**config.mk**
```make
export PLATFORM = sky130hd
export DESIGN_NAME = soc_ctrl_regs
export DESIGN_NICKNAME = d
export VERILOG_FILES = /design/src/source/soc_pkg.sv /design/src/source/soc_ctrl_regs.sv
export VERILOG_INCLUDE_DIRS = /design/src /design/src/source
export SDC_FILE = /design/constraint.sdc
export NUM_CORES = 1
export LEC_CHECK = 0
export ABC_AREA = 1
export BUFFER_PORTS_ARGS = -buffer_cell sky130_fd_sc_hd__buf_2
export CAP_MARGIN = 30
export CORE_UTILIZATION = 45
export DETAILED_ROUTE_END_ITERATION = 10
export PLACE_DENSITY = 0.73
export SKIP_CTS_REPAIR_TIMING = 1
export SLEW_MARGIN = 20
export SYNTH_ARGS = -nofsm -noshare
export SYNTH_HDL_FRONTEND = slang
export SYNTH_SLANG_ARGS = --single-unit
```
**constraint.sdc**
```tcl
create_clock -name clk_i -period 2.6 [get_ports clk_i]
set_input_delay 0.78 -clock clk_i [delete_from_list [all_inputs] [get_ports clk_i]]
set_output_delay 0.78 -clock clk_i [all_outputs]
set_load 0.01 [all_outputs]
```
**src/source/soc_params.svh**
```systemverilog
// Shared width, memory map and L2 size macros for the SoC interconnect
// Host bus, UART window and control-register offsets

`ifndef SOC_PARAMS_SVH
`define SOC_PARAMS_SVH

// Host bus
`define SOC_ADDR_W        32
`define SOC_DATA_W        64
`define SOC_STRB_W        8
`define SOC_APB_DATA_W    32

// L2 depth in 64-bit words
`define SOC_L2_WORDS      1024

// Memory map
`define SOC_DRAM_BASE     32'h8000_0000
`define SOC_DRAM_LEN      (`SOC_L2_WORDS * `SOC_STRB_W)
`define SOC_UART_BASE     32'hC000_0000
`define SOC_UART_LEN      32'h0000_1000
`define SOC_CTRL_BASE     32'hD000_0000
`define SOC_CTRL_LEN      32'h0000_1000

// Control register offsets
`define SOC_CTRL_EXIT_OFS 'h0
`define SOC_CTRL_CNT_OFS  'h8

`endif
```
**src/source/soc_pkg.sv**
```systemverilog
// Shared SoC types
// Target select, control-register select and APB bridge states
// Byte-enable merge helper for the 64-bit targets

`include "soc_params.svh"

package soc_pkg;

  typedef enum logic [1:0] {
    T_L2,
    T_UART,
    T_CTRL,
    T_NONE
  } soc_target_e;

  typedef enum logic {
    R_EXIT,
    R_CNT_EN
  } ctrl_reg_e;

  typedef enum logic [1:0] {
    S_IDLE,
    S_SETUP,
    S_ACCESS
  } apb_state_e;

  // Replace the enabled bytes of a word
  function automatic logic [`SOC_DATA_W-1:0] be_merge(
    input logic [`SOC_DATA_W-1:0] old_word,
    input logic [`SOC_DATA_W-1:0] new_word,
    input logic [`SOC_STRB_W-1:0] be
  );
    logic [`SOC_DATA_W-1:0] res;
    res = old_word;
    for (int i = 0; i < `SOC_STRB_W; i++) begin
      if (be[i]) begin
        res[8*i +: 8] = new_word[8*i +: 8];
      end
    end
    return res;
  endfunction

endpackage : soc_pkg

```
**src/source/soc_ctrl_regs.sv**
```systemverilog
// Control-register block
// Exit and counter-enable registers with byte-enable writes and read-back

`timescale 1ns/1ps

`include "soc_params.svh"

module soc_ctrl_regs import soc_pkg::*; (
  input  logic                   clk_i,
  input  logic                   reset_i,
  input  logic                   req_i,
  input  logic                   we_i,
  input  logic [`SOC_ADDR_W-1:0] addr_i,
  input  logic [`SOC_STRB_W-1:0] be_i,
  input  logic [`SOC_DATA_W-1:0] wdata_i,
  output logic                   rvalid_o,
  output logic [`SOC_DATA_W-1:0] rdata_o,
  output logic [`SOC_DATA_W-1:0] exit_o,
  output logic [`SOC_DATA_W-1:0] hw_cnt_en_o
);

  localparam int unsigned OfsW = $clog2(`SOC_CTRL_LEN);

  logic [OfsW-1:0]        ofs;
  ctrl_reg_e              sel;
  logic                   hit;
  logic [`SOC_DATA_W-1:0] exit_q;
  logic [`SOC_DATA_W-1:0] cnt_q;
  logic                   rvalid_q;
  logic [`SOC_DATA_W-1:0] rdata_q;

  assign ofs = addr_i[OfsW-1:0];

  // Register select by offset
  always_comb begin
    sel = R_EXIT;
    hit = 1'b0;
    if (ofs == `SOC_CTRL_EXIT_OFS) begin
      hit = 1'b1;
    end else if (ofs == `SOC_CTRL_CNT_OFS) begin
      sel = R_CNT_EN;
      hit = 1'b1;
    end
  end

  always_ff @(posedge clk_i) begin
    if (reset_i) begin
      exit_q   <= '0;
      cnt_q    <= '0;
      rvalid_q <= 1'b0;
    end else begin
      rvalid_q <= req_i;
      if (req_i && we_i && hit) begin
        if (sel == R_EXIT) begin
          exit_q <= be_merge(exit_q, wdata_i, be_i);
        end else begin
          cnt_q <= be_merge(cnt_q, wdata_i, be_i);
        end
      end
    end
  end

  // Read data
  always_ff @(posedge clk_i) begin
    if (req_i) begin
      if (!hit) begin
        rdata_q <= '0;
      end else begin
        rdata_q <= (sel == R_EXIT) ? exit_q : cnt_q;
      end
    end
  end

  assign rvalid_o    = rvalid_q;
  assign rdata_o     = rdata_q;
  assign exit_o      = exit_q;
  assign hw_cnt_en_o = cnt_q;

endmodule : soc_ctrl_regs

```
Word-level counts from Yosys, hierarchy flattened:

Cells that the tools add are included.
Widths: inputs -> output; s select.

* eq/ne operators: 1
* reductions and logical operators: 19
* muxes and demuxes: 4
* bitwise operators: 1

Operators with widths (number)
* $mux 64: 1
* $reduce_and 3->1: 16
* $eq 12x4->1 const B: 1
* $logic_not 12->1: 1
* $mux 1: 3
* $logic_and 1x1->1: 2
* $not 1->1: 1

* input port bits: 108
* word-level logic and storage cells: 43
* register bits after elaboration: 193

Logic depth before layout (Yosys ltp):

* word-level depth: 5
* gate-level depth with buffers: 9

Worst setup path before layout:

OpenSTA, ideal clock, no wires.

* path type: input to register
* start: input port addr_i[11]
* end: register rdata_q[43], in the netlist rdata_o[43], data pin
* setup time: 154 ps
* buffers on the path: 2
* arrival time: 1798 ps
* required time: 2446 ps
* cell stages on the path: 7
* slack: 648 ps
* path through: nor2_1 > nand2_1 > nor2_8 > buf_12 > nand2_4 > clkbuf_1 > o22ai_1

* cells in the longest elaborated chain, start to end: 4

Ends and longest elaborated chain
* start, declared: RTL line soc_ctrl_regs.sv:13 `` input logic [`SOC_ADDR_W-1:0] addr_i, ``
* $eq 12x4->1 (no line)
* $mux 1: RTL line soc_ctrl_regs.sv:40 `` end else if (ofs == `SOC_CTRL_CNT_OFS) begin ``
* $mux 1: RTL line soc_ctrl_regs.sv:38 `` if (ofs == `SOC_CTRL_EXIT_OFS) begin ``
* $mux 64: RTL line soc_ctrl_regs.sv:69 `rdata_q <= (sel == R_EXIT) ? exit_q : cnt_q;`
* end signal, assigned: RTL line soc_ctrl_regs.sv:69
* end, declared: RTL line soc_ctrl_regs.sv:30 `` logic [`SOC_DATA_W-1:0] rdata_q; ``

Several ways; a longest one is shown, not always the timed one.
A chain may end at the register's enable or synchronous reset.

Final worst setup path:

* start: input port addr_i[11]
* end: register exit_q[5], in the netlist exit_o[5]

* cells in the longest elaborated chain, start to end: 5

Ends and longest elaborated chain
* $eq 12x4->1 (no line)
* $mux 1: RTL line soc_ctrl_regs.sv:40
* $mux 1: RTL line soc_ctrl_regs.sv:38
* $logic_and 1x1->1 or $not 1->1 (tied branches)
* $reduce_and 3->1 (no line) (*)
* end signal, assigned: RTL line soc_ctrl_regs.sv:55 `exit_q <= be_merge(exit_q, wdata_i, be_i);`
* end, declared: RTL line soc_ctrl_regs.sv:27 `` logic [`SOC_DATA_W-1:0] exit_q; ``

Every way passes the cells marked *; elsewhere a longest branch is shown, timed or not.

==> impl_metrics.toml <==
[status]
outcome = "finished clean"

[die]
fp.dieH_um = 136
die_area_mm2 = 0.0184
rows = 48
ioPinCount = 301
die_x_um = 136
core_area_mm2 = 0.0174
start_util_pct = 46.4

[sta]
slew_headroom_pct = 68.3
final_hold_viol_count = 0
drv_slew = 0
fin_crit_sh_pct = 71.5
finalCriticalPeriod_ns = 1.86
rsz0062_at_grt = "false"
hold_slack_ns = 0.533
tns_ns = 0
fmax_mhz = 538
clock_skew_ns = 0.00957
setup_viol = 0
worst-slew-pin-transition_ns = 0.475

[setup_path]
end_kind = "flip-flop"
critPathMaxStageDelay_ns = 0.29
crit_fanout = 16
worstPathRequired_ns = 2.91
cpMostUsedCell = "nor2_1"
crit_type = "input port to flip-flop"
crit_buf_inv = 2
arrival_ns = 2.17
critPathLaunchType = "input port"
crit_chain = "buf_2, nor2_1, nand2_1, nor2_8, buf_4, nand3_4, nor2_1, nor2_1"
crit_slowest_cell = "buf_4"
crit_family = "simple AND/OR/NAND/NOR gates"

[cts]
cts-buffers-inserted = 17
cts_sinks = 193
clock_path_buffers = 2
root_buffer = "clkbuf_16"
clkSlewWorstSetupHoldPaths_ns = 0.06
htreeDepth = 4
cts_tree = "built"
clock_latency_ns = 0.42

[global_route]
antenna_found_initial = 2
grt_pass1_wl_um = 32400
grt_overflow_total = 0
grt_max_degree = 77
grtUsageTotal_pct = 22.8
first_global_vias = 6478

[synth]
yosys_register_bits = 193
ys_warn_count = 0
synth_nets = 1099
synth_seq_area_share_pct = 56.0
avgSynthCellArea_um2 = 8.12
ys_types = 18
syn_inst = 991
syn_area_mm2 = 0.00805

[placement]
gp_congestion = 0.837
place.port_buffers = 280
place_area_mm2 = 0.00957
post-place-cells = 1469
dp_hpwl_um = 14600

[cells_and_area]
fin_nets = 1371
areaGrowthSynthToFinish_pct = 26.3
design_area_mm2 = 0.0102
drive_gt1_share_pct = 27.0
final_util_pct = 58.6
instances_no_fill = 1502

[hold_path]
hp-class = "flip-flop to flip-flop"

[route]
via_per_inst = 4.68
drc = 0
avgRoutedWirePerCell_um = 14.1
antenna_left = 0
wirelength_um = 21200
drt_iter0_drc = 315
vias = 7026
drt_first_pass_iters = 5

[power_and_ir_drop]
peakVddDrop_v = 0.000439
internal_power_mw = 4.70
clkPwrFrac_pct = 43.5
seqPwrFrac_pct = 52.6
p_leak_nw = 5.55
comb_power_share_pct = 3.9
p_sw_mw = 1.30
switching_share_pct = 21.6
power.density_mw_per_mm2 = 589

[run]
cap_viol_max_count = 0
[final timing paths]
check	endpoint	slack, ns	cells after the start	startpoint
max reg2reg	rdata_o[19]	1.83	2	exit_o[19]
min reg2reg	exit_o[1]	0.53	4	exit_o[1]
max	exit_o[5]	0.74	8	addr_i[11]
min	exit_o[1]	0.53	4	exit_o[1]
[power by group through the flow]
| stage | clock [mW] | combinational, mW | sequential, mW |
|---|---|---|---|
| finish | 2.61 | 0.237 | 3.15 |
| global route | 2.77 | 0.255 | 3.15 |
| CTS | 2.67 | 0.239 | 3.15 |
| detailed placement | 0 | 0.238 | 3.22 |
| global placement | 0 | 0.238 | 3.22 |
| floorplan | 0 | 0.0567 | 3.24 |
[stage by stage]
| step | power, mW | worst slack [ns] |
|---|---|---|
| final | 5.99 | 0.740 |
| after global routing | 6.18 | 0.651 |
| after CTS | 6.06 | 0.733 |
| after detailed placement | 3.46 | 0.317 |
| after global placement | 3.45 | 0.378 |
| after floorplan | 3.30 | 0.648 |
[final cells by class]
type                       instances  area [um2]
antenna                            1        2.50
clock buffer                      23         499
clock inverter                     9        92.6
fill                            1620        7190
inverter                         139         524
multi-input combinational        616        2700
sequential                       193        4500
tap                              225         282
timing repair buffer             296        1560
[worst reg2reg max path, stage by stage, from the launching register on]
cell and delay, ns:
dfxtp_1 0.32, inv_1 0.08, o22ai_1 0.10
[registers in the layout (all words and copies together), names as in the netlist]
| register | count |
|---|---|
| hw_cnt_en_o | 64 |
| rvalid_o | 1 |
| rdata_o | 64 |
| exit_o | 64 |
[synth_stat cells, drive strengths merged]
cell    count  area [um2]
o22ai      64         400
or2         2        15.0
dfxtp     129        2580
nand3      16         218
nor2      272        1070
inv       139         522
buf        29         250
nand2     262         998
clkbuf     14        72.6
edfxtp     64        1920
[logic make-up after synthesis]
family	count (synthesis)	synth area share (%)
buffers and inverters	182	10.5
AND/OR/NAND/NOR	552	28.6
flip-flops	193	56.0
AO/OA/AOI/OAI	64	4.97
[routing by layer]
layer	wire (um)	GRT usage [%]	up-vias
li1	-	-	3577
met1	8740	26.7	3135
met2	10000	38.5	263
met3	1750	6.32	49
met4	677	10.8	2
met5	13	0	-
[cells in the final DEF, fill, tap and decap left out, drive strengths merged]
cell type	n
buf	296
bufinv	1
clkbuf	23
clkinv	5
dfxtp	129
diode	1
edfxtp	64
inv	142
nand2	262
nand3	16
nor2	272
o22ai	64
or2	2
Note: power is estimated with default switching activity, not from simulation.
