**config.mk**
```make
export PLATFORM = sky130hd
export DESIGN_NAME = soc_addr_decode
export DESIGN_NICKNAME = d
export VERILOG_FILES = /design/src/source/soc_pkg.sv /design/src/source/soc_addr_decode.sv
export VERILOG_INCLUDE_DIRS = /design/src /design/src/source
export SDC_FILE = /design/constraint.sdc
export NUM_CORES = 1
export LEC_CHECK = 0
export ABC_AREA = 0
export ABC_CLOCK_PERIOD_IN_PS = 2100
export BUFFER_PORTS_ARGS = -buffer_cell sky130_fd_sc_hd__buf_2
export CORE_AREA = 2 2 188 190
export DETAILED_ROUTE_END_ITERATION = 8
export DIE_AREA = 0 0 190 192
export HOLD_SLACK_MARGIN = 0.02
export PLACE_DENSITY_LB_ADDON = 0.3
export SETUP_SLACK_MARGIN = 0.5
export SYNTH_ARGS = -nofsm -noshare
export SYNTH_HDL_FRONTEND = slang
export SYNTH_SLANG_ARGS = --single-unit
```
**constraint.sdc**
```tcl
create_clock -name clk_i -period 2.1 [get_ports clk_i]
set_input_delay 0.315 -clock clk_i [delete_from_list [all_inputs] [get_ports clk_i]]
set_output_delay 0.315 -clock clk_i [all_outputs]
set_load 0.01 [all_outputs]
```
**src/source/soc_params.svh**
```systemverilog
// Shared width, memory map and L2 size macros for the SoC interconnect
// Host bus, UART window and control-register offsets

`ifndef SOC_PARAMS_SVH
`define SOC_PARAMS_SVH

// Host bus
`define SOC_ADDR_W        32
`define SOC_DATA_W        64
`define SOC_STRB_W        8
`define SOC_APB_DATA_W    32

// L2 depth in 64-bit words
`define SOC_L2_WORDS      1024

// Memory map
`define SOC_DRAM_BASE     32'h8000_0000
`define SOC_DRAM_LEN      (`SOC_L2_WORDS * `SOC_STRB_W)
`define SOC_UART_BASE     32'hC000_0000
`define SOC_UART_LEN      32'h0000_1000
`define SOC_CTRL_BASE     32'hD000_0000
`define SOC_CTRL_LEN      32'h0000_1000

// Control register offsets
`define SOC_CTRL_EXIT_OFS 'h0
`define SOC_CTRL_CNT_OFS  'h8

`endif
```
**src/source/soc_pkg.sv**
```systemverilog
// Shared SoC types
// Target select, control-register select and APB bridge states
// Byte-enable merge helper for the 64-bit targets

`include "soc_params.svh"

package soc_pkg;

  typedef enum logic [1:0] {
    T_L2,
    T_UART,
    T_CTRL,
    T_NONE
  } soc_target_e;

  typedef enum logic {
    R_EXIT,
    R_CNT_EN
  } ctrl_reg_e;

  typedef enum logic [1:0] {
    S_IDLE,
    S_SETUP,
    S_ACCESS
  } apb_state_e;

  // Replace the enabled bytes of a word
  function automatic logic [`SOC_DATA_W-1:0] be_merge(
    input logic [`SOC_DATA_W-1:0] old_word,
    input logic [`SOC_DATA_W-1:0] new_word,
    input logic [`SOC_STRB_W-1:0] be
  );
    logic [`SOC_DATA_W-1:0] res;
    res = old_word;
    for (int i = 0; i < `SOC_STRB_W; i++) begin
      if (be[i]) begin
        res[8*i +: 8] = new_word[8*i +: 8];
      end
    end
    return res;
  endfunction

endpackage : soc_pkg

```
**src/source/soc_addr_decode.sv**
```systemverilog
// Address decoder for the host request bus
// Target select, grant, and in-order response return

`timescale 1ns/1ps

`include "soc_params.svh"

module soc_addr_decode import soc_pkg::*; (
  input  logic                   clk_i,
  input  logic                   reset_i,
  // Host side
  input  logic                   host_req_i,
  input  logic                   host_we_i,
  input  logic [`SOC_ADDR_W-1:0] host_addr_i,
  input  logic [`SOC_STRB_W-1:0] host_be_i,
  input  logic [`SOC_DATA_W-1:0] host_wdata_i,
  output logic                   host_gnt_o,
  output logic                   host_rvalid_o,
  output logic [`SOC_DATA_W-1:0] host_rdata_o,
  output logic                   host_err_o,
  // Target side
  output logic                   l2_req_o,
  output logic                   ctrl_req_o,
  output logic                   uart_req_o,
  output logic                   tgt_we_o,
  output logic [`SOC_ADDR_W-1:0] tgt_addr_o,
  output logic [`SOC_STRB_W-1:0] tgt_be_o,
  output logic [`SOC_DATA_W-1:0] tgt_wdata_o,
  input  logic                   l2_rvalid_i,
  input  logic [`SOC_DATA_W-1:0] l2_rdata_i,
  input  logic                   ctrl_rvalid_i,
  input  logic [`SOC_DATA_W-1:0] ctrl_rdata_i,
  input  logic                   uart_done_i,
  input  logic [`SOC_DATA_W-1:0] uart_rdata_i,
  input  logic                   uart_err_i
);

  soc_target_e            target;
  soc_target_e            tgt_q;
  logic                   rd_q;
  logic                   none_pend_q;
  logic                   uart_vld_q;
  logic                   uart_err_q;
  logic [`SOC_DATA_W-1:0] uart_rdata_q;

  //////////////////////////////
  // Request routing
  //////////////////////////////

  always_comb begin
    if (host_addr_i >= `SOC_DRAM_BASE && host_addr_i < `SOC_DRAM_BASE + `SOC_DRAM_LEN) begin
      target = T_L2;
    end else if (host_addr_i >= `SOC_UART_BASE &&
                 host_addr_i < `SOC_UART_BASE + `SOC_UART_LEN) begin
      target = T_UART;
    end else if (host_addr_i >= `SOC_CTRL_BASE &&
                 host_addr_i < `SOC_CTRL_BASE + `SOC_CTRL_LEN) begin
      target = T_CTRL;
    end else begin
      target = T_NONE;
    end
  end

  assign l2_req_o    = host_req_i && (target == T_L2);
  assign ctrl_req_o  = host_req_i && (target == T_CTRL);
  assign uart_req_o  = host_req_i && (target == T_UART);
  assign tgt_we_o    = host_we_i;
  assign tgt_addr_o  = host_addr_i;
  assign tgt_be_o    = host_be_i;
  assign tgt_wdata_o = host_wdata_i;

  // UART waits for the APB completion while other targets are granted at once
  assign host_gnt_o = host_req_i && ((target != T_UART) || uart_done_i);

  //////////////////////////////
  // Response return
  //////////////////////////////

  always_ff @(posedge clk_i) begin
    if (reset_i) begin
      tgt_q       <= T_NONE;
      rd_q        <= 1'b0;
      none_pend_q <= 1'b0;
      uart_vld_q  <= 1'b0;
    end else begin
      none_pend_q <= host_gnt_o && (target == T_NONE);
      uart_vld_q  <= uart_done_i;
      if (host_gnt_o) begin
        tgt_q <= target;
        rd_q  <= !host_we_i;
      end
    end
  end

  always_ff @(posedge clk_i) begin
    if (uart_done_i) begin
      uart_rdata_q <= uart_rdata_i;
      uart_err_q   <= uart_err_i;
    end
  end

  assign host_rvalid_o = l2_rvalid_i || ctrl_rvalid_i || uart_vld_q || none_pend_q;

  always_comb begin
    host_rdata_o = '0;
    host_err_o   = 1'b0;
    case (tgt_q)
      T_L2:    host_rdata_o = l2_rdata_i;
      T_CTRL:  host_rdata_o = ctrl_rdata_i;
      T_UART: begin
        host_rdata_o = uart_rdata_q;
        host_err_o   = uart_vld_q && uart_err_q;
      end
      default: host_err_o = none_pend_q;
    endcase
    // Writes answer with zero data
    if (!rd_q) begin
      host_rdata_o = '0;
    end
  end

endmodule : soc_addr_decode

```
Word-level counts from Yosys, hierarchy flattened
Index checks and enable logic that the tools add are counted.
{"block": "word_totals", "ff_bits": 70, "latchBits": 0, "mem_bits_rw": 0, "mem_bits_ro": 0, "in_bits": 304, "output_inout_bits": 175, "n_memories": 0}
{"block": "op_classes", "addsub": 0, "mul": 0, "div_mod_pow": 0, "order_cmp": 6, "n_eq_ne": 6, "shifts": 0, "muxes": 6, "bitwise_logic": 0, "reduce_logical": 17}
{"operator": "$pmux W64 S3", "n": 1}
{"operator": "$ge A32 B32 Y1 const B", "n": 3}
{"operator": "$lt A32 B32 Y1 const B", "n": 3}
{"operator": "$mux W64", "n": 1}
{"operator": "$logic_and A1 B1 Y1", "n": 9}
{"operator": "$eq A2 B2 Y1 const B", "n": 3}
{"operator": "$eq A2 B1 Y1 const B", "n": 2}
{"operator": "$logic_not A2 Y1", "n": 2}
{"operator": "$logic_or A1 B1 Y1", "n": 4}
{"operator": "$mux W2", "n": 2}
{"operator": "$ne A2 B1 Y1 const B", "n": 1}
{"operator": "$pmux W1 S2", "n": 1}
{"operator": "$reduce_or A2 Y1", "n": 1}
{"operator": "$logic_not A1 Y1", "n": 1}
{"operator": "$mux W1", "n": 1}

Logic depth before layout (Yosys ltp)
{"block": "logic_depth", "ltp_word": 9, "mapped_depth": 7, "depth_no_buf": 5}

Worst setup path after synthesis
OpenSTA, ideal clock, no wires.
{"block": "synth_timing", "path_kind": "flip-flop to output port", "start": "reg tgt_q[0]", "end": "out host_rdata_o[24]", "arrival_ps": 1362, "t_required_ps": 1785, "path_slack_ps": 423, "path_stages_with_launch": 7, "n_path_buf": 3, "path_cell_list": "dfxtp_1 > clkbuf_1 > buf_2 > buf_2 > mux2i_1 > o21ai_0 > and2_1"}
{"block": "synth_via", "elab_chain_len": 3}
{"item": "start: declaration", "line_no": "soc_addr_decode.sv:39", "rtl": "soc_target_e tgt_q;"}
{"item": "start signal: assignment", "line_no": "soc_addr_decode.sv:89", "rtl": "tgt_q <= target;"}
{"item": "$eq A2 B1 Y1, or another cell as far along", "line_no": "soc_addr_decode.sv:107", "rtl": "case (tgt_q)"}
{"item": "$pmux W64 S3 *", "line_no": "soc_addr_decode.sv:107"}
{"item": "$mux W64 *", "line_no": "soc_addr_decode.sv:117", "rtl": "if (!rd_q) begin"}
{"item": "end: declaration", "line_no": "soc_addr_decode.sv:19", "rtl": "output logic [`SOC_DATA_W-1:0] host_rdata_o,"}
Mark *: on every way between the ends. The rest lies on a longest branch, timed or not.

Final worst setup path
{"block": "layout_timing", "start": "reg tgt_q[0]", "end": "out host_rdata_o[16]"}
The elaborated chain is that of the path after synthesis.

==> results.md <==
- Inserted Clock Buffers: 9
- Total number of vias: 4,575
- Grt total ovfl: 0
- Pre-CTS WS: 0.1927 ns
- PwrDens: 516.4 nW/um2
- Max FO, Critical Path: 10
- Worst min-delay path class: primary input to flip-flop
- Worst VDD drop: 0.0002419 V
- Leak Pwr: 0.003671 uW
- Hold Vio Cnt, Final: 0
- # H-tree levels: 3
- Starting Density: 14.32%
- Power share of the clock group: 35.0%
- Period utilization: 95.98%
- Number of synthesized register bits: 70
- Fmax: 0.4962 GHz
- Top delay family on crit path: buffers and inverters
- Final Max Slew Viols: 0
- Layout cells sized above 1: 56.00%
- Root Buffer: clkbuf_16
- WL per Instance: 20.73 um
- Distinct cells, synth: 37
- Internal: 2882 uW
- Routability Congestion: 0.7724
- Worst Path Required: 1.78 ns
- Setup crit end kind: output port
- Final setup violation count: 0
- Chip Width: 190 um
- Syn Std Cell Area: 4908 um2
- Post-route design area: 7571 um2
- Setup tns final: 0 ns
- Pin count of the biggest net entering global routing: 35
- CTS Sinks: 70
- Sequential power share: 43.4%
- Slowest CP cell: dfxtp_4
- Net Count, Synth: 806
- Post-route DRC: 0
- Unrepaired setup endpoints after global routing: true
- Final worst setup slack: 0.08450 ns
- Mean Syn Cell Area: 9.778 um2
- Clock slew at reported path FFs: 0.06 ns
- CP Launch Type: flip-flop
- Antenna violations before repair: 2
- MaxCap Viol Count: 0
- Die Y-Extent: 192 um
- Cells after synthesis: 502
- Layout Area Growth over Synthesis: 54.24%
- Die area: 36,480 um2
- Top Ports: 479
- CP Cell Sequence: buf_12 -> buf_16 -> mux2i_4 -> o21ai_0 -> and2_1 -> buf_2
- CORE AREA: 34,290 um2
- Status: completed
- Latest clock arrival within the worst-skew pair: 0.34 ns
- Placed Area: 6309 um2
- Post-route ant nets: 0
- Relative slew margins: 70.66%
- I/O Buffers: 310
- WL final: 24,980 um
- Final #Nets: 1,051
- Critical path class: flip-flop to output port
- Hold Slack: 0.1437 ns
- CTS tree: built
- Cell total after placement: 1,148
- Post-synthesis sequential area ratio: 41.80%
- Pre-antenna DRT Iters: 4
- CP bufs+invs: 3
- Post-DP HPWL: 17,850 um
- Finished Layout Cells: 1,205
- Crit path DAT: 1.70 ns
- Via/cell ratio: 3.797
- Yosys warns: 0
- Initial DRC count: 132
- Max Buffers Root-to-Sink: 2
- Final Skew: 0 ns
- Global-route wire length before repair: 31,730 um
- Fin crit period: 2.015 ns
- Antenna Diode Count: 0
- Switching power total: 1028 uW
- Logic pwr share: 21.6%
- CP peak stage delay: 0.38 ns
- Vias in the first global route: 4,571
- Site Rows: 68
- Sw frac: 26.29%
- GRT Total Usage: 12.55%
- Worst-margin pin slew: 0.4401 ns
==> routing by layer <==
layer	vias to the layer above	track usage (%)	wire length [um]	share of wire [%]
li1	2120	-	-	-
met1	2127	11.36	7897	32
met2	264	24.28	13670	55
met3	60	4.221	2407	9.6
met4	4	7.096	981	3.9
met5	-	0.2747	26	0.10
==> kinds of logic after synthesis <==
logic type / count (synthesis) / synth area share [%]
buffers and inverters: 137 / 18.81
and+or+nand+nor: 156 / 17.67
muxes: 65 / 13.36
DFF: 70 / 41.80
AOI/OAI and AO/OA: 74 / 8.361
==> layout by cell type, fill, tap and decap left out, types with 3 or more instances in the layout <==
master	count
buf_12	11
nand2_1	59
buf_6	22
nand2_4	3
edfxtp_1	65
buf_8	3
buf_4	17
clkbuf_16	12
nor2_1	3
and2_1	65
mux2i_1	55
buf_2	299
nand2_2	5
mux2i_2	5
buf_16	13
mux2i_4	4
o21ai_0	44
nor4_4	4
dfxtp_2	3
clkinv_1	3
o21ai_1	21
==> registers in the layout, indices dropped and copies added (netlist names) <==
| name | flops |
|---|---|
| none_pend_q | 1 |
| rd_q | 1 |
| tgt_q | 2 |
| uart_err_q | 1 |
| uart_rdata_q | 64 |
| uart_vld_q | 1 |
==> cell usage after synthesis <==
| master | count | area share (%) |
|---|---|---|
| a211oi_1 | 1 | 0.15 |
| a21oi_1 | 2 | 0.20 |
| a221o_1 | 1 | 0.20 |
| and2_1 | 65 | 8.3 |
| and2b_2 | 1 | 0.18 |
| and4_2 | 1 | 0.20 |
| buf_1 | 2 | 0.15 |
| buf_2 | 12 | 1.2 |
| buf_4 | 105 | 16 |
| clkbuf_1 | 15 | 1.1 |
| dfxtp_1 | 5 | 2.0 |
| edfxtp_1 | 65 | 40 |
| inv_1 | 2 | 0.15 |
| inv_2 | 1 | 0.076 |
| mux2_4 | 1 | 0.31 |
| mux2i_1 | 64 | 13 |
| nand2_1 | 66 | 5.0 |
| nand2_2 | 1 | 0.13 |
| nand2b_1 | 1 | 0.13 |
| nand3_1 | 3 | 0.31 |
| nand4_1 | 1 | 0.13 |
| nand4_2 | 1 | 0.25 |
| nor2_1 | 5 | 0.38 |
| nor2b_1 | 2 | 0.25 |
| nor2b_4 | 1 | 0.28 |
| nor3_1 | 2 | 0.20 |
| nor4_1 | 1 | 0.13 |
| nor4_2 | 1 | 0.25 |
| nor4_4 | 2 | 0.87 |
| nor4b_4 | 1 | 0.48 |
| o21ai_0 | 65 | 6.6 |
| o31a_1 | 1 | 0.18 |
| o31ai_1 | 1 | 0.15 |
| o31ai_4 | 1 | 0.43 |
| o32ai_1 | 1 | 0.18 |
| o41a_1 | 1 | 0.23 |
| or4_1 | 1 | 0.15 |
==> power by group through the flow <==
stage	clock network (uW)	registers [uW]	logic (uW)
final	1370	1700	845
after global routing	1510	1710	916
after CTS	1450	1700	802
after detailed placement	0	1720	634
after global placement	0	1720	626
after floorplan	0	1690	452
==> through the flow <==
step                power [uW]  utilization, %
floorplan                 2144               -
global placement          2347           18.40
detailed placement        2357           18.40
CTS                       3944           21.29
global route              4130           22.08
finish                    3910           22.08
==> cell type report <==
type / instances / area (um2)
Sequential cell: 70 / 2063
Tap cell: 455 / 569.3
Fill cell: 3738 / 26720
Clock buffer: 10 / 229.0
Multi-Input combinational cell: 295 / 2112
Timing Repair Buffer: 368 / 2570
Clock inverter: 4 / 16.27
Inverter: 3 / 11.26
==> worst reg2reg max path: cells and delay by family, from the launching register on <==
| family | cells | cell delay (ns) |
|---|---|---|
| DFF | 1 | 0.38 |
| buffers and inverters | 4 | 0.42 |
| AOI/OAI and AO/OA | 2 | 0.48 |
==> timing repair <==
action                                  in CTS  in global routing
endpoints found under the setup margin      70                 70
pin swaps                                   12                 22
hold buffers                                 0                  0
gates resized for setup                     54                 60
buffers inserted                            26                  4
cloned                                      10                  3
==> final timing paths <==
path                                  startpoint          endpoint  slack (ns)  cells after the start
worst max-delay path                    tgt_q[0]  host_rdata_o[16]        0.08                      6
worst min-delay path            uart_rdata_i[21]  uart_rdata_q[21]        0.14                      1
worst max register to register          tgt_q[0]          tgt_q[0]        0.74                      6
worst min register to register              rd_q              rd_q        0.90                      2
(Power assumes the default switching activity.)
