[src/source/soc_params.svh]
// Shared width, memory map and L2 size macros for the SoC interconnect
// Host bus, UART window and control-register offsets

`ifndef SOC_PARAMS_SVH
`define SOC_PARAMS_SVH

// Host bus
`define SOC_ADDR_W        32
`define SOC_DATA_W        64
`define SOC_STRB_W        8
`define SOC_APB_DATA_W    32

// L2 depth in 64-bit words
`define SOC_L2_WORDS      1024

// Memory map
`define SOC_DRAM_BASE     32'h8000_0000
`define SOC_DRAM_LEN      (`SOC_L2_WORDS * `SOC_STRB_W)
`define SOC_UART_BASE     32'hC000_0000
`define SOC_UART_LEN      32'h0000_1000
`define SOC_CTRL_BASE     32'hD000_0000
`define SOC_CTRL_LEN      32'h0000_1000

// Control register offsets
`define SOC_CTRL_EXIT_OFS 'h0
`define SOC_CTRL_CNT_OFS  'h8

`endif
[src/source/soc_pkg.sv]
// Shared SoC types
// Target select, control-register select and APB bridge states
// Byte-enable merge helper for the 64-bit targets

`include "soc_params.svh"

package soc_pkg;

  typedef enum logic [1:0] {
    T_L2,
    T_UART,
    T_CTRL,
    T_NONE
  } soc_target_e;

  typedef enum logic {
    R_EXIT,
    R_CNT_EN
  } ctrl_reg_e;

  typedef enum logic [1:0] {
    S_IDLE,
    S_SETUP,
    S_ACCESS
  } apb_state_e;

  // Replace the enabled bytes of a word
  function automatic logic [`SOC_DATA_W-1:0] be_merge(
    input logic [`SOC_DATA_W-1:0] old_word,
    input logic [`SOC_DATA_W-1:0] new_word,
    input logic [`SOC_STRB_W-1:0] be
  );
    logic [`SOC_DATA_W-1:0] res;
    res = old_word;
    for (int i = 0; i < `SOC_STRB_W; i++) begin
      if (be[i]) begin
        res[8*i +: 8] = new_word[8*i +: 8];
      end
    end
    return res;
  endfunction

endpackage : soc_pkg

[src/source/soc_apb_bridge.sv]
// APB master bridge for the UART window
// IDLE, SETUP, ACCESS FSM with one-cycle completion pulse

`timescale 1ns/1ps

`include "soc_params.svh"

module soc_apb_bridge import soc_pkg::*; (
  input  logic                       clk_i,
  input  logic                       reset_i,
  // Decoder side
  input  logic                       req_i,
  input  logic                       we_i,
  input  logic [`SOC_ADDR_W-1:0]     addr_i,
  input  logic [`SOC_DATA_W-1:0]     wdata_i,
  output logic                       done_o,
  output logic [`SOC_DATA_W-1:0]     rdata_o,
  output logic                       err_o,
  // APB master
  output logic                       uart_psel_o,
  output logic                       uart_penable_o,
  output logic                       uart_pwrite_o,
  output logic [`SOC_ADDR_W-1:0]     uart_paddr_o,
  output logic [`SOC_APB_DATA_W-1:0] uart_pwdata_o,
  input  logic [`SOC_APB_DATA_W-1:0] uart_prdata_i,
  input  logic                       uart_pready_i,
  input  logic                       uart_pslverr_i
);

  apb_state_e                 state_q;
  apb_state_e                 state_d;
  logic                       pwrite_q;
  logic [`SOC_ADDR_W-1:0]     paddr_q;
  logic [`SOC_APB_DATA_W-1:0] pwdata_q;

  //////////////////////////////
  // FSM
  //////////////////////////////

  always_comb begin
    state_d = state_q;
    case (state_q)
      S_IDLE: begin
        if (req_i) begin
          state_d = S_SETUP;
        end
      end
      S_SETUP:  state_d = S_ACCESS;
      S_ACCESS: begin
        if (uart_pready_i) begin
          state_d = S_IDLE;
        end
      end
      default:  state_d = S_IDLE;
    endcase
  end

  always_ff @(posedge clk_i) begin
    if (reset_i) begin
      state_q <= S_IDLE;
    end else begin
      state_q <= state_d;
    end
  end

  // Transfer fields held from SETUP through ACCESS
  always_ff @(posedge clk_i) begin
    if (state_q == S_IDLE && req_i) begin
      pwrite_q <= we_i;
      paddr_q  <= addr_i;
      pwdata_q <= wdata_i[`SOC_APB_DATA_W-1:0];
    end
  end

  assign uart_psel_o    = (state_q != S_IDLE);
  assign uart_penable_o = (state_q == S_ACCESS);
  assign uart_pwrite_o  = pwrite_q;
  assign uart_paddr_o   = paddr_q;
  assign uart_pwdata_o  = pwdata_q;

  // Completion in the cycle pready is seen
  assign done_o  = (state_q == S_ACCESS) && uart_pready_i;
  assign rdata_o = {{(`SOC_DATA_W-`SOC_APB_DATA_W){1'b0}}, uart_prdata_i};
  assign err_o   = done_o && uart_pslverr_i;

endmodule : soc_apb_bridge

[config.mk]
export PLATFORM = sky130hd
export DESIGN_NAME = soc_apb_bridge
export DESIGN_NICKNAME = d
export VERILOG_FILES = /design/src/source/soc_pkg.sv /design/src/source/soc_apb_bridge.sv
export VERILOG_INCLUDE_DIRS = /design/src /design/src/source
export SDC_FILE = /design/constraint.sdc
export NUM_CORES = 1
export LEC_CHECK = 0
export ABC_AREA = 0
export BUFFER_PORTS_ARGS = -buffer_cell sky130_fd_sc_hd__buf_2
export CORE_AREA = 4 4 100 102
export CTS_CLUSTER_SIZE = 14
export DETAILED_ROUTE_END_ITERATION = 10
export DIE_AREA = 0 0 104 106
export PLACE_DENSITY = 0.64
export SLEW_MARGIN = 20
export SYNTH_ARGS = -nofsm -noshare
export SYNTH_HDL_FRONTEND = slang
export SYNTH_SLANG_ARGS = --single-unit
[constraint.sdc]
create_clock -name clk_i -period 8.2 [get_ports clk_i]
set_input_delay 0.41 -clock clk_i [delete_from_list [all_inputs] [get_ports clk_i]]
set_output_delay 0.41 -clock clk_i [all_outputs]
set_load 0.03 [all_outputs]
# Word level (Yosys, flattened, before mapping)
# Cells that the tools add are included.
[word_totals]
regBits = 67
inputBits = 134
output_inout_bits = 133
[classes]
n_eq_ne = 4
mux = 3
n_reduce_logical = 6
[ops]
columns = ["op", "n"]
rows = [
  ["case mux 2 bit (3 select lines)", 1],
  ["two-way mux 2 bit", 2],
  ["logical AND 1 bit", 3],
  ["== test 2 x 1 -> 1 bit, second input constant", 1],
  ["== test 2 bit, second input constant", 1],
  ["zero test 2 bit", 1],
  ["inequality test 2 x 1 -> 1 bit, second input constant", 1],
  ["inequality test 2 bit, second input constant", 1],
  ["AND reduction 2 bit", 1],
  ["nonzero test 2 bit", 1],
]

# Longest topological paths before layout
# Gate-level depths: netlist of the first run.
[logic_depth]
depth_word = 3
depth_mapped = 2

# Least setup slack after synthesis of the first run
# OpenSTA, ideal clock, no wires.
[synth_timing]
path_type = "input-to-reg"
start = "input port req_i"
end = "register paddr_q[0], in the netlist uart_paddr_o[0] (enable)"
setup_ps = 478
arrival_ps = 2935
required_ps = 7722
slack_ps = 4788
stages = 1
n_path_buf = 0
cell_sequence = "nor3b_2"
[synth_between]
elab_chain_cells = 1
[synth_lines]
columns = ["item", "line", "source"]
rows = [
  ["from (decl)", "soc_apb_bridge.sv:12", "input logic req_i,"],
  ["logical AND 1 bit", "soc_apb_bridge.sv:68", "if (state_q == S_IDLE && req_i) begin"],
  ["to (signal assigned)", "soc_apb_bridge.sv:70", "paddr_q <= addr_i;"],
  ["to (decl)", "soc_apb_bridge.sv:33", "logic [`SOC_ADDR_W-1:0] paddr_q;"],
]
# Every way passes these cells.
# A chain may end at the register's enable or synchronous reset.

# Worst setup path in the final report of the first run
[layout_timing]
start = "register state_q[0]"
end = "register paddr_q[12], in the netlist uart_paddr_o[12] (enable)"
[layout_between]
elab_chain_cells = 2
[layout_lines]
columns = ["item", "line", "source"]
rows = [
  ["from (decl)", "soc_apb_bridge.sv:30", "apb_state_e state_q;"],
  ["from (signal assigned)", "soc_apb_bridge.sv:62", "state_q <= state_d;"],
  ["zero test 2 bit", "soc_apb_bridge.sv:68", ""],
  ["logical AND 1 bit", "soc_apb_bridge.sv:68", ""],
]
# Every way passes these cells.

==> results of run 1 <==
layout make-up:
cell class,count,area (sq um)
Sequential cell,67,1990
Clock inverter,7,82.6
Multi-Input combinational cell,41,198
Timing Repair Buffer,139,698
Clock buffer,9,124
Fill cell,895,5880
Tap cell,111,139
state kept, by name (all words and copies together), names as in the netlist:
name and flops:
state_q 2, uart_pwdata_o 32, uart_pwrite_o 1, uart_paddr_o 32
per-stage QoR:
stage	area (sq um)	util (%)
after floorplan	2660	-
after global placement	3030	33.2
after detailed placement	3030	33.2
after CTS	3230	35.5
after global routing	3230	35.5
final	3230	35.5
cells in the final DEF, fill, tap and decap left out, types with 2 or more instances in the layout:
master and count:
buf_2 138, clkbuf_8 9, clkinvlp_4 2, conb_1 32
dfxtp_1 2, edfxtp_1 65, inv_6 3
worst paths after layout:
check             cells past startpoint          endpoint
hold / removal                        1  uart_paddr_o[24]
setup / recovery                      2  uart_paddr_o[12]
setup reg to reg                      2  uart_paddr_o[12]
hold reg to reg                       2        state_q[1]
kinds of logic (layout without fill, tap and decap cells):
logic type	Yosys count	after routing	share of synthesized area, %
buf+inv	64	155	18.9
compound gates	1	1	0.295
flops	67	67	78.2
other cells	1	32	0.147
simple gates	8	8	2.51
where the power goes:
| part | switching, uW | total [uW] | internal, uW |
|---|---|---|---|
| registers | 5.73 | 409 | 403 |
| logic | 87.8 | 116 | 28.1 |
| clock network | 141 | 287 | 146 |
layer usage:
| metal | routed length, um | vias to the layer above | global-route usage (%) | share of wire (%) |
|---|---|---|---|---|
| met2 | 2730 | 103 | 14.9 | 50 |
| li1 | - | 635 | - | - |
| met1 | 1920 | 649 | 9.26 | 35 |
| met5 | 0 | - | 0 | 0 |
| met3 | 640 | 18 | 5.22 | 12 |
| met4 | 180 | 0 | 5.98 | 3.3 |
critical path, delay by kind of cell, from the launching register on:
kind,cells,cell delay [ps]
and+or+nand+nor,1,690
buffers and inverters,1,640
DFF,1,370
==> impl_results.md, run 1 <==
- Post-synthesis cell area: 2550 sq um
- Post-CTS Setup Inserts: 0
- Worst EP arrival: 2090 ps
- Crit Path Category: reg -> reg
- Lkg Pwr: 0.00144 uW
- CTS Root Cell: clkbuf_8
- Outcome: completed
- Area delta synth->final: 26.9%
- Endpoints failing setup: 0
- CP Capture Type: flop
- Setup WS pre-CTS: 5880 ps
- H-tree level count: 3
- Core footprint: 9110 sq um
- Length of the first detailed-routing pass in iterations: 4
- Post-CTS sizing: 0
- Final Hold Viols: 0
- DRT iter0 DRCs: 74
- Worst setup SP type: flop
- FF-to-FF Start: state_q[0]
- Synth cell types: 13
- Critical-path top delay cell: nor3b_4
- Final period util: between 20% and 30%
- Count leader, synth: edfxtp_1
- Seq/Total Area, Yosys: 78.2%
- Synth warn: 0
- Hold_sp: addr_i[24]
- First-pass GRT wire length: 7610 um
- Placed wire-length estimate: 4200 um
- Total Neg Setup Slack: 0 ps
- Clock slew seen by the registers of the worst setup and hold paths: 90 ps
- Synth top area share: 76.6%
- RSZ-0062 raised after global routing: no
- Die width: between 100 and 150 um
- Largest net degree at the start of global routing: 52
- # clock sinks: 67
- Share of post-route cells with drive strength above 1: 60.1%
- IO buf count: 138
- Fin nets: 392
- Via count: 1405
- Antenna cells: 0
- Congestion Overflow GR: 0
- Slew Limit Headroom: 46.0%
- Worst slew pin tran: between 800 and 900 ps
- Max-slew violation count: 0
- Clk_lat worst skew: approximately 340 ps
- Clk buf depth: 2
- Syn Inst Count: 141
- Hold Crit Class: in -> reg
- Synthesis-stage register bit count: 67
- Reg2reg setup slack: about 6100 ps
- Io pins: 267
- Asr flop ratio synth: 0%
- CP Cell Sequence: nor3b_4 -> buf_4
- Detail Route Antenna Nets: 0
- CTS tree: built
- Routed wire length per instance: 14.6 um
- Avg Cell Area, Syn: 18.1 sq um
- Die area: 11000 sq um
- EDFF count, synth: 65
- Initial core utilization: ~28%
- Crit Path Max Fanout: 51
- Pwr dens: 251 nW/um^2
- Hold_buf cts: 0
- Final Non-Filler Cells: 374
- Row count: 35
- CP Launch Point: state_q[0]
- Die Span Y: ~110 um
- Cell taking the most area after synthesis: edfxtp_1
- Synth top area cells: edfxtp_1 (77%), buf_4 (19%), dfxtp_1 (1.6%)
- Number of global-route vias before repair: around 1400
- Max capacitance violation total: 0
- Final WL: 5470 um
- Residual DRC: 0
- CP Data Required Time: 8170 ps
- Initial antenna violation count: 0
- Max VDD drop: a little over 0.07 mV
- Setup WS post-layout: slightly above 6000 ps
- Inst Count DP: 358
- Commonest cells post-synth: edfxtp_1 (65), buf_4 (64), dfxtp_1 (2)
- Total Routing Usage GR: under 10%
- Gpl congestion: slightly below 0.7
- Num CTS Buffers: 9
- Max Clock Freq: 0.472 GHz
- Crit-path max cell delay: 690 ps
- Minimum clock period: 2120 ps
- Total chip power: 812 uW
- Main synth FF type: edfxtp_1
- Clk_skew: approximately 11 ps
- Hold WS: 240 ps
- Routed vias/inst: approximately 3.8
No activity file was read; power rests on OpenSTA's default activity.
==> run 2, diff against run 1 <==
--- a/config.mk
+++ b/config.mk
@@ -8,11 +8,11 @@
 export LEC_CHECK = 0
 export ABC_AREA = 0
 export BUFFER_PORTS_ARGS = -buffer_cell sky130_fd_sc_hd__buf_2
-export CORE_AREA = 4 4 100 102
+export CORE_AREA = 4 4 102 104
 export CTS_CLUSTER_SIZE = 14
 export DETAILED_ROUTE_END_ITERATION = 10
-export DIE_AREA = 0 0 104 106
-export PLACE_DENSITY = 0.64
+export DIE_AREA = 0 0 106 108
+export PLACE_DENSITY = 0.65
 export SLEW_MARGIN = 20
 export SYNTH_ARGS = -nofsm -noshare
 export SYNTH_HDL_FRONTEND = slang
==> constraint.sdc (replaced) <==
create_clock -name clk_i -period 1.9 [get_ports clk_i]
set_input_delay 0.095 -clock clk_i [delete_from_list [all_inputs] [get_ports clk_i]]
set_output_delay 0.095 -clock clk_i [all_outputs]
set_load 0.03 [all_outputs]
==> impl_results.md, run 2 (same netlist as run 1, synthesis figures left out) <==
- RSZ-0062 raised after global routing: no (unchanged)
- Core footprint: 9550 sq um (was 9110 sq um)
- DRT iter0 DRCs: 75 (was 74)
- Share of post-route cells with drive strength above 1: 48.5% (was 60.1%)
- Io pins: 267 (unchanged)
- Reg-to-reg critical path endpoint: uart_pwdata_o[14] (was uart_paddr_o[12])
- CP Launch Point: state_q[1] (was state_q[0])
- Max-slew violation count: 0 (unchanged)
- Placed wire-length estimate: 4100 um (was 4200 um)
- Fill count: 873 (was 895)
- Area delta synth->final: 54.1% (was 26.9%)
- Clk buf depth: 2 (unchanged)
- Fin nets: 457 (was 392)
- Minimum clock period: around 1400 ps
- Hold_sp: reset_i (was addr_i[24])
- CP Capture Type: primary output (was flop)
- Clk_skew: 11.2 ps (was 10.9 ps)
- Num CTS Buffers: 9 (unchanged)
- Number of global-route vias before repair: 1773 (was 1353)
- Pwr dens: 924 nW/um^2 (was 251 nW/um^2)
- Initial antenna violation count: 0 (unchanged)
- Outcome: completed (unchanged)
- Antenna cells: 0 (unchanged)
- FF-to-FF path depth: 2 (unchanged)
- Final WL: 6440 um (was 5470 um)
- Max VDD drop: 0.329 mV (was 0.0715 mV)
- Clk_lat worst skew: 340 ps (about the same)
- Crit Path Category: reg -> out (was reg -> reg)
- Gpl congestion: 0.662 (was 0.676)
- Final Hold Viols: 0 (unchanged)
- Detail Route Antenna Nets: 0 (unchanged)
- Final Non-Filler Cells: 461 (was 374)
- Largest net degree at the start of global routing: 67 (was 52)
- Post-CTS sizing: 0 (unchanged)
- Endpoints failing setup: 0 (unchanged)
- Hold Crit Class: in -> reg (unchanged)
- Total Routing Usage GR: 10.9% (was 9.26%)
- Most frequent cells in the layout: buf_2 (138), dlygate4sd3_1 (65), edfxtp_1 (65), conb_1 (32), clkbuf_8 (9) (was buf_2 (138), edfxtp_1 (65), conb_1 (32), clkbuf_8 (9), inv_6 (3))
- H-tree level count: 3 (unchanged)
- Residual DRC: 0 (unchanged)
- Reg2reg setup slack: 580 ps (was 6080 ps)
- Worst EP arrival: 1300 ps (was 2090 ps)
- Routed vias/inst: 3.64 (was 3.76)
- Inst Count DP: 380 (was 358)
- Max capacitance violation total: 0 (unchanged)
- Length of the first detailed-routing pass in iterations: 4 (unchanged)
- CTS Root Cell: clkbuf_8 (unchanged)
- # clock sinks: 67 (unchanged)
- Die width: 106 um (was 104 um)
- Row count: 36 (was 35)
- Commonest non-fill, non-tap cell in the layout: buf_2 (unchanged)
- Fin util: 41.1% (was 35.5%)
- CP Data Required Time: 1800 ps (was 8170 ps)
- Clock slew seen by the registers of the worst setup and hold paths: 80 ps (was 90 ps)
- Routed wire length per instance: 14.0 um (was 14.6 um)
- First-pass GRT wire length: 9250 um (was 7610 um)
- CP Capture Point: err_o (was uart_paddr_o[12])
- Via count: 1680 (was 1405)
- Congestion Overflow GR: 0 (unchanged)
- Crit Path Max Fanout: 4 (was 51)
- Lkg Pwr: 0.00171 uW (was 0.00144 uW)
- Initial core utilization: 26.7% (was 28.0%)
- Die Span Y: 108 um (was 106 um)
- IO buf count: 138 (unchanged)
- Max Clock Freq: 0.718 GHz
- FF-to-FF Start: state_q[0] (unchanged)
- CTS tree: built (unchanged)
- Die area: 11400 sq um (was 11000 sq um)
- Worst setup SP type: flop (unchanged)
- Final period util: between 70% and 80%
[run 2: metrics by stage]
step	setup TNS (ps)	cell area [sq um]	hold WS (ps)	setup WS (ps)	total power, uW
3_3_place_gp	0	3070	190	632	2300
3_5_place_dp	0	3070	190	600	2310
2_1_floorplan	-38100	2670	194	-579	2310
5_1_grt	0	3930	31.5	407	3810
4_1_cts	0	3930	18.7	455	3710
6_report	0	3930	56.2	507	3630
[run 2: routing by layer]
| layer | GRT usage, % | up-vias | share of wire, % |
|---|---|---|---|
| li1 | - | 766 | - |
| met1 | 11.1 | 790 | 35 |
| met2 | 19.0 | 108 | 52 |
| met3 | 4.30 | 16 | 10 |
| met4 | 6.01 | 0 | 2.6 |
| met5 | 0 | - | 0 |
[run 2: worst min path at each step]
| stage | end | cells past startpoint |
|---|---|---|
| 3_3_place_gp | rdata_o[19] | 0 |
| 3_5_place_dp | rdata_o[19] | 0 |
| 4_1_cts | state_q[0] | 2 |
| 2_1_floorplan | uart_paddr_o[0] | 0 |
| 5_1_grt | state_q[0] | 2 |
| 6_report | state_q[0] | 2 |
[run 2: final cells by class]
class | count | area, sq um | share of cell area [%]
flip-flops and latches | 67 | 1990 | 50.8
well taps | 133 | 166 | 4.24
clock buffers | 9 | 124 | 3.16
clock inverters | 7 | 82.6 | 2.10
repair buffers | 204 | 1360 | 34.7
multi-input cells | 41 | 198 | 5.04
[run 2: timing repair]
action / in CTS / in global routing
buffers inserted: 0 / 0
endpoints found under the hold margin: 65 / 0
hold buffers: 65 / 0
[run 2: report_power, final]
part	leakage [uW]	internal [uW]	switching, uW	total (uW)
clock network	0.0000988	629	613	1240
logic	0.000976	214	404	617
registers	0.000639	1740	27.3	1770
[run 2: critical path, stage by stage (launching register included)]
cell and delay, ps:
dfxtp_1 420, nor2b_4 200, and3_1 160, buf_2 190
==> run 3, diff against run 2 <==
--- a/config.mk
+++ b/config.mk
@@ -12,7 +12,7 @@
 export CTS_CLUSTER_SIZE = 14
 export DETAILED_ROUTE_END_ITERATION = 10
 export DIE_AREA = 0 0 106 108
-export PLACE_DENSITY = 0.65
+export PLACE_DENSITY = 0.62
 export SLEW_MARGIN = 20
 export SYNTH_ARGS = -nofsm -noshare
 export SYNTH_HDL_FRONTEND = slang
==> constraint.sdc (replaced) <==
create_clock -name clk_i -period 1.4 [get_ports clk_i]
set_input_delay 0.07 -clock clk_i [delete_from_list [all_inputs] [get_ports clk_i]]
set_output_delay 0.07 -clock clk_i [all_outputs]
set_load 0.03 [all_outputs]
==> impl_results.md, run 3 (same netlist as run 1, synthesis figures left out) <==
- CP Data Required Time: 1330 ps (was 1800 ps)
- Worst setup SP type: flop (unchanged)
- Multi-input gate area: 198 sq um (unchanged)
- Met1 wire length: 2220 um (was 2230 um)
- Hold WS: 66.0 ps (was 56.2 ps)
- Final Hold Viols: 0 (unchanged)
- IO buf count: 138 (unchanged)
- Fin nets: 459 (was 457)
- Die Span Y: 108 um (unchanged)
- Crit path max-delay family: flip-flops (unchanged)
- Routed length on met3: 572 um (was 656 um)
- Largest net degree at the start of global routing: 40 (was 67)
- Fin util: 41.7% (was 41.1%)
- DRT iter0 DRCs: 59 (was 75)
- CP Capture Type: primary output (unchanged)
- Die area: 11400 sq um (unchanged)
- Length of the first detailed-routing pass in iterations: 4 (unchanged)
- Number of global-route vias before repair: 1707 (was 1773)
- Detail Route Antenna Nets: 0 (unchanged)
- Routed wire length per instance: 13.4 um (was 14.0 um)
- Worst EP arrival: 1230 ps (was 1300 ps)
- CTS Root Cell: clkbuf_8 (unchanged)
- Total chip power: 5070 uW (was 3630 uW)
- Minimum clock period: 1300 ps
- Pwr dens: 1270 nW/um^2 (was 924 nW/um^2)
- Residual DRC: 0 (unchanged)
- Commonest non-fill, non-tap cell in the layout: buf_2 (unchanged)
- Register area: 1990 sq um (about the same)
- Crit Path Category: reg -> out (unchanged)
- Setup WS pre-CTS: 135 ps (was 600 ps)
- Most frequent cells in the layout: buf_2 (137), dlygate4sd3_1 (66), edfxtp_1 (65), conb_1 (32), clkbuf_8 (9) (was buf_2 (138), dlygate4sd3_1 (65), edfxtp_1 (65), conb_1 (32), clkbuf_8 (9))
- Clk_skew: 11.4 ps (was 11.2 ps)
- Max VDD drop: 0.556 mV (was 0.329 mV)
- Endpoints failing setup: 0 (unchanged)
- Die width: 106 um (unchanged)
- Routed vias/inst: 3.65 (was 3.64)
- Max Clock Freq: roughly 0.77 GHz
- Antenna cells: 0 (unchanged)
- Initial core utilization: 26.7% (unchanged)
- Crit-path max cell delay: 380 ps (was 420 ps)
- Core footprint: 9550 sq um (unchanged)
- Buf/Inv on CP: 1 (unchanged)
- H-tree level count: 3 (unchanged)
- Total Neg Setup Slack: 0 ps (unchanged)
- Highest routed layer: met4 (unchanged)
- Routed wl met2: 3140 um (was 3380 um)
- Hold Crit Class: in -> reg (unchanged)
- Row count: 36 (unchanged)
- Clk_lat worst skew: 330 ps (was 340 ps)
- Num CTS Buffers: 9 (unchanged)
- Initial antenna violation count: 0 (unchanged)
- Clk buf depth: 2 (unchanged)
- CTS tree: built (unchanged)
- Outcome: completed (unchanged)
- First-pass GRT wire length: 8760 um (was 9250 um)
- CP Cell Sequence: nor2b_4 -> and3_1 -> clkbuf_4 (was nor2b_4 -> and3_1 -> buf_2)
- Io pins: 267 (unchanged)
- RSZ-0062 raised after global routing: no (unchanged)
- Final period util: 92.6%
- Critical-path top delay cell: dfxtp_2 (was dfxtp_1)
- # clock sinks: 67 (unchanged)
- Congestion Overflow GR: 0 (unchanged)
- Crit Path Max Fanout: 4 (unchanged)
- Clock slew seen by the registers of the worst setup and hold paths: 80 ps (about the same)
- Fill count: 882 (was 873)
- Gpl congestion: 0.640 (was 0.662)
- Final WL: 6200 um (was 6440 um)
- Lkg Pwr: 0.00174 uW (was 0.00171 uW)
- Share of post-route cells with drive strength above 1: 48.8% (was 48.5%)
- Total Routing Usage GR: 10.3% (was 10.9%)
- Max capacitance violation total: 0 (unchanged)
- Max-slew violation count: 0 (unchanged)
- Placed wire-length estimate: 4060 um (was 4100 um)
- Via count: 1691 (was 1680)
- Area delta synth->final: 56.1% (was 54.1%)
- Setup WS post-layout: 104 ps (was 507 ps)
run 3: cell type report:
class                   count  share of cell area (%)
repair buffers            206                    35.0
well taps                 133                    4.18
flip-flops and latches     67                    50.1
clock inverters             7                    2.55
clock buffers               9                    3.11
multi-input cells          41                    4.97
run 3: worst reg2reg max path, stage by stage, from the launching register on:
cell	delay, ps
dfxtp_2	360
nor3b_4	300
buf_12	260
run 3: timing repair:
action | 4_1_cts | 5_1_grt
hold endpoints to repair | 66 | 0
setup buffers | 0 | 0
hold buffers | 66 | 0
endpoints found under the setup margin | 1 | 1
pin swaps | 0 | 0
gates resized for setup | 1 | 1
run 3: per-layer routing:
layer  GRT usage, %  up-vias
met5              0        -
met4           7.59        0
met3           3.70       27
met2           17.4      116
met1           10.5      780
li1               -      768
run 3: stage by stage:
| step | std cells | cell area, sq um |
|---|---|---|
| floorplan | 172 | 2670 |
| global placement | 381 | 3090 |
| detailed placement | 381 | 3090 |
| CTS | 463 | 3980 |
| global route | 463 | 3980 |
| finish | 463 | 3980 |
run 3: worst paths after layout:
path | start | end | cells past startpoint | slack (ps)
max | state_q[1] | err_o | 3 | 100
min | uart_pready_i | state_q[1] | 3 | 70
max reg2reg | state_q[0] | uart_pwdata_o[13] | 2 | 130
min reg2reg | state_q[1] | state_q[1] | 2 | 610
run 3: where the power goes:
| part | leakage [uW] | internal [uW] | switching (uW) |
|---|---|---|---|
| clock network | 0.000111 | 1020 | 800 |
| registers | 0.000639 | 2360 | 34.3 |
| logic | 0.000988 | 302 | 554 |
